[src/snd_params.svh]
// Sound DAC parameters
`ifndef SND_PARAMS_SVH
`define SND_PARAMS_SVH

// PCM sample width from the host
`define SND_W 16

// Modulator input width
// One guard bit, the sample, then three zero bits
`define SND_PAD_W 20

// clk_dac cycles per pipeline clock enable
`define SND_CEN_DIV 4

// Wishbone word addresses
`define SND_ADDR_CTRL  2'd0
`define SND_ADDR_LEFT  2'd1
`define SND_ADDR_RIGHT 2'd2

`endif

[src/snd_pkg.sv]
// Sound DAC types
`include "snd_params.svh"

package snd_pkg;

    // Control word bit positions
    localparam int CTRL_SIGNED = 0;
    localparam int CTRL_STEREO = 1;
    localparam int CTRL_MUTE   = 2;
    localparam int CTRL_W      = 3;

    // Host PCM sample
    typedef logic [`SND_W-1:0] sample_t;

    // Padded modulator input
    typedef logic [`SND_PAD_W-1:0] pad_t;

    // Signed, stereo and mute flags
    typedef logic [CTRL_W-1:0] ctrl_t;

    // Host port
    typedef logic [1:0]  wb_addr_t;
    typedef logic [15:0] wb_data_t;

endpackage

[src/snd_regs.sv]
// Sound register block
`timescale 1ns/1ps
`include "snd_params.svh"

module snd_regs (
    input  logic               clk_dac,
    input  logic               rst,
    input  logic               wb_cyc_i,
    input  logic               wb_stb_i,
    input  logic               wb_we_i,
    input  snd_pkg::wb_addr_t  wb_adr_i,
    input  snd_pkg::wb_data_t  wb_dat_i,
    output snd_pkg::wb_data_t  wb_dat_o,
    output logic               wb_ack_o,
    output snd_pkg::ctrl_t     ctrl_o,
    output snd_pkg::sample_t   sample_l_o,
    output snd_pkg::sample_t   sample_r_o
);

    logic              req;
    logic              wr_en;
    snd_pkg::wb_data_t rd_data;

    // New request only while ack is low, so ack lasts one cycle
    assign req   = wb_cyc_i && wb_stb_i && !wb_ack_o;
    assign wr_en = req && wb_we_i;

    always_ff @(posedge clk_dac or posedge rst) begin
        if (rst) begin
            wb_ack_o <= 1'b0;
        end else begin
            wb_ack_o <= req;
        end
    end

    // Register file, written on the edge that raises ack
    always_ff @(posedge clk_dac or posedge rst) begin
        if (rst) begin
            ctrl_o     <= '0;
            sample_l_o <= '0;
            sample_r_o <= '0;
        end else if (wr_en) begin
            case (wb_adr_i)
                `SND_ADDR_CTRL: begin
                    ctrl_o <= wb_dat_i[snd_pkg::CTRL_W-1:0];
                end
                `SND_ADDR_LEFT: begin
                    sample_l_o <= wb_dat_i;
                end
                `SND_ADDR_RIGHT: begin
                    sample_r_o <= wb_dat_i;
                end
                default: begin
                    // Unmapped address drops the write
                end
            endcase
        end
    end

    // Read mux, control word zero-extended
    always_comb begin
        case (wb_adr_i)
            `SND_ADDR_CTRL:  rd_data = snd_pkg::wb_data_t'(ctrl_o);
            `SND_ADDR_LEFT:  rd_data = sample_l_o;
            `SND_ADDR_RIGHT: rd_data = sample_r_o;
            default:         rd_data = '0;
        endcase
    end

    // Read data captured with the request, valid while ack is high
    always_ff @(posedge clk_dac or posedge rst) begin
        if (rst) begin
            wb_dat_o <= '0;
        end else if (req) begin
            wb_dat_o <= rd_data;
        end
    end

    // Back-to-back acks would mean a request was taken twice
    a_ack_single: assert property (
        @(posedge clk_dac) disable iff (rst)
        wb_ack_o |=> !wb_ack_o
    );

endmodule

[src/snd_fmt.sv]
// Sample format stage
`timescale 1ns/1ps
`include "snd_params.svh"

module snd_fmt (
    input  logic              clk_dac,
    input  logic              rst,
    input  snd_pkg::ctrl_t    ctrl_i,
    input  snd_pkg::sample_t  sample_l_i,
    input  snd_pkg::sample_t  sample_r_i,
    output logic              cen_o,
    output snd_pkg::pad_t     pad_l_o,
    output snd_pkg::pad_t     pad_r_o
);

    localparam int LSB_PAD = `SND_PAD_W - `SND_W - 1;

    logic [`SND_CEN_DIV-1:0] ring;
    logic                    sgn;
    logic                    mute;
    logic                    stereo;
    snd_pkg::pad_t           pad_l;
    snd_pkg::pad_t           pad_r;

    // Sign flip on the top bit, then guard bit and low zeros
    function automatic snd_pkg::pad_t pad_sample(input snd_pkg::sample_t s, input logic flip);
        snd_pkg::sample_t adj;
        adj = {s[`SND_W-1] ^ flip, s[`SND_W-2:0]};
        return {1'b0, adj, {LSB_PAD{1'b0}}};
    endfunction

    // One-hot ring, cen taken from the low bit
    always_ff @(posedge clk_dac or posedge rst) begin
        if (rst) begin
            ring <= {1'b1, {(`SND_CEN_DIV-1){1'b0}}};
        end else begin
            ring <= {ring[0], ring[`SND_CEN_DIV-1:1]};
        end
    end

    assign cen_o = ring[0];

    assign sgn    = ctrl_i[snd_pkg::CTRL_SIGNED];
    assign stereo = ctrl_i[snd_pkg::CTRL_STEREO];
    assign mute   = ctrl_i[snd_pkg::CTRL_MUTE];

    // Mono mode sends the left sample to both channels
    assign pad_l = pad_sample(sample_l_i, sgn);
    assign pad_r = stereo ? pad_sample(sample_r_i, sgn) : pad_l;

    always_ff @(posedge clk_dac or posedge rst) begin
        if (rst) begin
            pad_l_o <= '0;
            pad_r_o <= '0;
        end else if (cen_o) begin
            pad_l_o <= mute ? '0 : pad_l;
            pad_r_o <= mute ? '0 : pad_r;
        end
    end

    a_ring_onehot: assert property (
        @(posedge clk_dac) disable iff (rst)
        $onehot(ring)
    );

endmodule

[src/snd_sdm.sv]
// First-order sigma-delta modulator
`timescale 1ns/1ps
`include "snd_params.svh"

module snd_sdm (
    input  logic           clk_dac,
    input  logic           rst,
    input  logic           cen_i,
    input  snd_pkg::pad_t  pad_i,
    output logic           pwm_o
);

    localparam int ACC_W = `SND_PAD_W + 1;

    logic [ACC_W-1:0] acc;
    logic [ACC_W-1:0] acc_nxt;

    // Residue plus new input, top bit is the carry
    assign acc_nxt = {1'b0, acc[`SND_PAD_W-1:0]} + {1'b0, pad_i};

    always_ff @(posedge clk_dac or posedge rst) begin
        if (rst) begin
            acc <= '0;
        end else if (cen_i) begin
            acc <= acc_nxt;
        end
    end

    // Carry held between enables
    assign pwm_o = acc[ACC_W-1];

    // Output moves only right after an enable
    a_pwm_on_cen: assert property (
        @(posedge clk_dac) disable iff (rst)
        !$stable(pwm_o) |-> $past(cen_i)
    );

endmodule

[src/snd_dac_top.sv]
// Sound DAC top level
`timescale 1ns/1ps
`include "snd_params.svh"

module snd_dac_top (
    input  logic               clk_dac,
    input  logic               rst,
    input  logic               wb_cyc_i,
    input  logic               wb_stb_i,
    input  logic               wb_we_i,
    input  snd_pkg::wb_addr_t  wb_adr_i,
    input  snd_pkg::wb_data_t  wb_dat_i,
    output snd_pkg::wb_data_t  wb_dat_o,
    output logic               wb_ack_o,
    output logic               snd_pwm_left_o,
    output logic               snd_pwm_right_o
);

    snd_pkg::ctrl_t   ctrl;
    snd_pkg::sample_t sample_l;
    snd_pkg::sample_t sample_r;
    logic             cen;
    snd_pkg::pad_t    pad_l;
    snd_pkg::pad_t    pad_r;
    logic             pwm_r;

    // Host registers
    snd_regs u_regs (
        .clk_dac    ( clk_dac   ),
        .rst        ( rst       ),
        .wb_cyc_i   ( wb_cyc_i  ),
        .wb_stb_i   ( wb_stb_i  ),
        .wb_we_i    ( wb_we_i   ),
        .wb_adr_i   ( wb_adr_i  ),
        .wb_dat_i   ( wb_dat_i  ),
        .wb_dat_o   ( wb_dat_o  ),
        .wb_ack_o   ( wb_ack_o  ),
        .ctrl_o     ( ctrl      ),
        .sample_l_o ( sample_l  ),
        .sample_r_o ( sample_r  )
    );

    // Clock enable and sample formatting
    snd_fmt u_fmt (
        .clk_dac    ( clk_dac   ),
        .rst        ( rst       ),
        .ctrl_i     ( ctrl      ),
        .sample_l_i ( sample_l  ),
        .sample_r_i ( sample_r  ),
        .cen_o      ( cen       ),
        .pad_l_o    ( pad_l     ),
        .pad_r_o    ( pad_r     )
    );

    snd_sdm u_sdm_l (
        .clk_dac    ( clk_dac        ),
        .rst        ( rst            ),
        .cen_i      ( cen            ),
        .pad_i      ( pad_l          ),
        .pwm_o      ( snd_pwm_left_o )
    );

    snd_sdm u_sdm_r (
        .clk_dac    ( clk_dac   ),
        .rst        ( rst       ),
        .cen_i      ( cen       ),
        .pad_i      ( pad_r     ),
        .pwm_o      ( pwm_r     )
    );

    // Mono mode mirrors the left bit stream, accumulator residues may differ
    assign snd_pwm_right_o = ctrl[snd_pkg::CTRL_STEREO] ? pwm_r : snd_pwm_left_o;

endmodule

[config.mk]
export PLATFORM = sky130hd
export DESIGN_NAME = snd_dac_top
export DESIGN_NICKNAME = d
export VERILOG_FILES = /design/src/snd_pkg.sv /design/src/snd_regs.sv /design/src/snd_fmt.sv /design/src/snd_sdm.sv /design/src/snd_dac_top.sv
export VERILOG_INCLUDE_DIRS = /design/src
export SDC_FILE = /design/constraint.sdc
export NUM_CORES = 1
export LEC_CHECK = 0
export BUFFER_PORTS_ARGS = -buffer_cell sky130_fd_sc_hd__buf_2
export CAP_MARGIN = 20
export CORE_MARGIN = 2
export CORE_UTILIZATION = 30
export DETAILED_ROUTE_END_ITERATION = 16
export GPL_TIMING_DRIVEN = 0
export PLACE_DENSITY = 0.51
export SETUP_SLACK_MARGIN = 0.05
export SLEW_MARGIN = 20
export SYNTH_ARGS = -nofsm -noshare
export SYNTH_HDL_FRONTEND = slang
export SYNTH_SLANG_ARGS = --single-unit
[constraint.sdc]
create_clock -name clk_dac -period 12.5 [get_ports clk_dac]
set_input_delay 3.125 -clock clk_dac [delete_from_list [all_inputs] [get_ports clk_dac]]
set_output_delay 3.125 -clock clk_dac [all_outputs]
set_load 0.005 [all_outputs]
==> impl_metrics.env <==
export IMPL_num_rows=53
export IMPL_hold_depth=0
export IMPL_synthFlopType="dfrtp_1"
export IMPL_cellPowerDensity_nw_per_um2=141.6
export IMPL_syn_inst=590
export IMPL_slew_headroom=0.4417
export IMPL_hold_viol=0
export IMPL_finalWirelength_um=16040
export IMPL_postCtsSetupBuffers=0
export IMPL_final_core_util=0.3619
export IMPL_numCtsBuffers=17
export IMPL_clockBufferDepth=2
export IMPL_first_pass_iters=4
export IMPL_vias=4739
export IMPL_ys_async_sr_fraction=1.000
export IMPL_stdcell_area_um2=7632
export IMPL_synth_edf_count=0
export IMPL_ys_ff_latch=124
export IMPL_final_net_count=707
export IMPL_r2r_end="u_sdm_r.acc[17]$_DFFE_PP0P_"
export IMPL_critPathCaptureType="output port"
export IMPL_cap_violations=0
export IMPL_die_h_um=150.7
export IMPL_leakage_nw=3.602
export IMPL_yosysWarnings=0
export IMPL_root_buffer="clkbuf_16"
export IMPL_ys_types=54
export IMPL_setup_worst_path_class="reg2out"
export IMPL_rr_worst_depth=9
export IMPL_min_from="u_fmt.ring[1]$_DFF_PP0_"
export IMPL_ir_drop_mv=0.05630
export IMPL_setup_viol=0
export IMPL_cts_num_sinks=124
export IMPL_fin_worst_skew_ns=0.006740
export IMPL_grt_antenna_before_repair=0
export IMPL_gp_congestion=0.7888
export IMPL_holdPathEnd="u_fmt.ring[0]$_DFF_PP0_"
export IMPL_grt_pass1_vias=4883
export IMPL_fillerInstances=2107
export IMPL_placedCellCount=906
export IMPL_fin_cells=935
export IMPL_rsz0062_at_grt="no"
export IMPL_cp_max_fo=10
export IMPL_tightest_slew_ns=0.8375
export IMPL_r2r_slack_ns=9.99
export IMPL_drive_above_1_share=0.2061
export IMPL_wire_per_inst_um=17.15
export IMPL_grt_pass1_wl_um=26250
export IMPL_fin_setup_tns_ns=0
export IMPL_start_kind="flip-flop"
export IMPL_path_clk_slew_ns=0.05
export IMPL_crit_arrival_ns=1.49
export IMPL_syn2layout_area_growth_pct=18.24
export IMPL_drt_iter0_markers=278
export IMPL_die_area_um2=22710
export IMPL_fin_crit_sh=0.3691
export IMPL_die_w_um=150.7
export IMPL_ys_seq_area_frac=0.4809
export IMPL_syn_avg_cell_area_um2=10.94
export IMPL_period_needed_ns=4.614
export IMPL_syn_num_nets=647
export IMPL_coreArea_um2=21090
export IMPL_grt_max_degree=104
export IMPL_port_buffers=40
export IMPL_drc_errors=0
export IMPL_cts_resized=0
export IMPL_top_layer_used="met4"
export IMPL_viasPerCell=5.068
export IMPL_outcome="complete, no violations"
export IMPL_ios=42
export IMPL_grt_ovfl_total=0
export IMPL_clock_latency_ns=0.41
export IMPL_htreeDepth=4
export IMPL_cp_required_ns=9.38
export IMPL_hpwl_um=11710
export IMPL_cts_tree="yes"
export IMPL_start_util=0.3061
export IMPL_cts_hold_repair_buffers=0
export IMPL_antenna_cells=0
export IMPL_met3WireLength_um=490
export IMPL_hold_path_class="reg2reg"
export IMPL_fmax_ghz=0.2167
export IMPL_wl_met1_um=7318
export IMPL_antenna_left=0
export IMPL_syn_cell_area_um2=6455
export IMPL_routed_wl_met2_um=8110
export IMPL_dpl_instance_area_um2=7034
export IMPL_r2r_start="u_fmt.pad_r_o[3]$_DFFE_PP0P_"
export IMPL_grt_usage=0.1515
export IMPL_drv_slew=0
## through the flow
step                      power, mW  hold WS (ns)  setup slack [ns]
after global placement       0.5842        0.3360             4.460
final                         1.081        0.3482             7.886
after floorplan              0.5425        0.3312             6.077
after CTS                     1.097        0.3492             7.848
after detailed placement     0.5879        0.3365             7.496
after global routing          1.130        0.3646             7.830
## how the worst max path moves through the flow
stage | slack, ns | depth (start not counted) | startpoint | to
after floorplan | 6.08 | 1 | rst | u_fmt.pad_l_o[10]$_DFFE_PP0P_
final | 7.89 | 3 | u_regs.ctrl_o[1]$_DFFE_PP0P_ | snd_pwm_right_o
after detailed placement | 7.50 | 8 | wb_cyc_i | u_regs.sample_l_o[8]$_DFFE_PP0P_
after global placement | 4.46 | 2 | rst | u_regs.sample_l_o[4]$_DFFE_PP0P_
after global routing | 7.83 | 3 | u_regs.ctrl_o[1]$_DFFE_PP0P_ | snd_pwm_right_o
after CTS | 7.85 | 3 | u_regs.ctrl_o[1]$_DFFE_PP0P_ | snd_pwm_right_o
## kinds of logic after synthesis
group                    synth area share
multiplexers                       0.1215
AO/OA/AOI/OAI                      0.1841
XOR/XNOR                          0.02307
flip-flops                         0.4809
AND/OR/NAND/NOR                   0.09304
buffers and inverters             0.02908
adder cells (fa/ha/maj)           0.06823
## cells in the final DEF, fill, tap and decap left out, types with 5 or more instances in the layout
cell type,count
buf_1,5
mux2i_1,21
o21ai_0,20
o2bb2ai_1,32
o21bai_1,6
mux2_2,51
buf_2,46
a31oi_1,6
nor3_1,7
o21a_1,7
clkbuf_1,21
nor2b_1,6
and3_1,5
dfrtp_1,123
a21o_1,14
a221oi_1,13
a211oi_1,5
ha_1,32
nor2_1,46
a21oi_1,30
clkbuf_16,17
nand3_1,11
xor2_1,5
xnor2_1,12
nand2_1,40
o211ai_1,5
inv_1,16
## where the power goes
group	internal [mW]	switching (mW)	total, mW
Clock	0.330	0.171	0.501
Combinational	0.0531	0.0549	0.108
Sequential	0.439	0.0331	0.472
Total	0.822	0.259	1.08
## critical path: stages, from the launching register on
cell,delay [ns]
dfrtp_1,0.31
buf_2,0.27
mux2_2,0.37
buf_2,0.12
## registers in the layout (all words and copies together), names as in the netlist
name	cells
u_regs.sample_r_o	16
u_regs.ctrl_o	3
u_sdm_l.acc	18
u_sdm_r.acc	18
u_fmt.pad_l_o	16
u_fmt.ring	4
u_regs.wb_ack_o	1
u_regs.sample_l_o	16
u_fmt.pad_r_o	16
u_regs.wb_dat_o	16
## final cells by class
class | instances | area (um^2) | share of cell area
buffer | 31 | 123.9 | 0.01623
timing repair buffer | 41 | 227.7 | 0.02984
clock buffer | 22 | 484.2 | 0.06344
clock inverter | 7 | 113.9 | 0.01492
tap | 275 | 344.1 | 0.04508
inverter | 17 | 71.32 | 0.009344
sequential | 124 | 3104 | 0.4067
multi-input combinational | 418 | 3163 | 0.4144
## cells in the mapped netlist (2+ instances only)
library cell / count / share of area
dfrtp_1: 123 / 0.48
mux2_2: 51 / 0.089
nor2_1: 46 / 0.027
nand2_1: 40 / 0.023
ha_1: 32 / 0.062
o2bb2ai_1: 32 / 0.043
a21oi_1: 30 / 0.023
mux2i_1: 21 / 0.033
clkbuf_1: 20 / 0.012
o21ai_0: 20 / 0.016
inv_1: 17 / 0.0099
a21o_1: 14 / 0.016
a221oi_1: 13 / 0.018
xnor2_1: 12 / 0.016
nand3_1: 11 / 0.0085
nor3_1: 7 / 0.0054
o21a_1: 7 / 0.0081
a31oi_1: 6 / 0.0058
buf_2: 6 / 0.0047
nor2b_1: 6 / 0.0058
o21bai_1: 6 / 0.0070
a211oi_1: 5 / 0.0058
and3_1: 5 / 0.0048
buf_1: 5 / 0.0029
o211ai_1: 5 / 0.0058
xor2_1: 5 / 0.0068
nand4_1: 4 / 0.0039
or2_2: 4 / 0.0039
o22ai_1: 3 / 0.0029
o31ai_1: 3 / 0.0035
a211o_1: 2 / 0.0027
fa_1: 2 / 0.0062
nand2b_1: 2 / 0.0019
o2111ai_1: 2 / 0.0027
o31a_1: 2 / 0.0027
or3_1: 2 / 0.0019
or4_1: 2 / 0.0023
## metal layers
metal / vias up / GRT usage
li1: 2310 / -
met1: 2338 / 0.1979
met2: 83 / 0.2555
met3: 8 / 0.03212
met4: 0 / 0.03925
met5: - / 0
(Power assumes the default switching activity.)
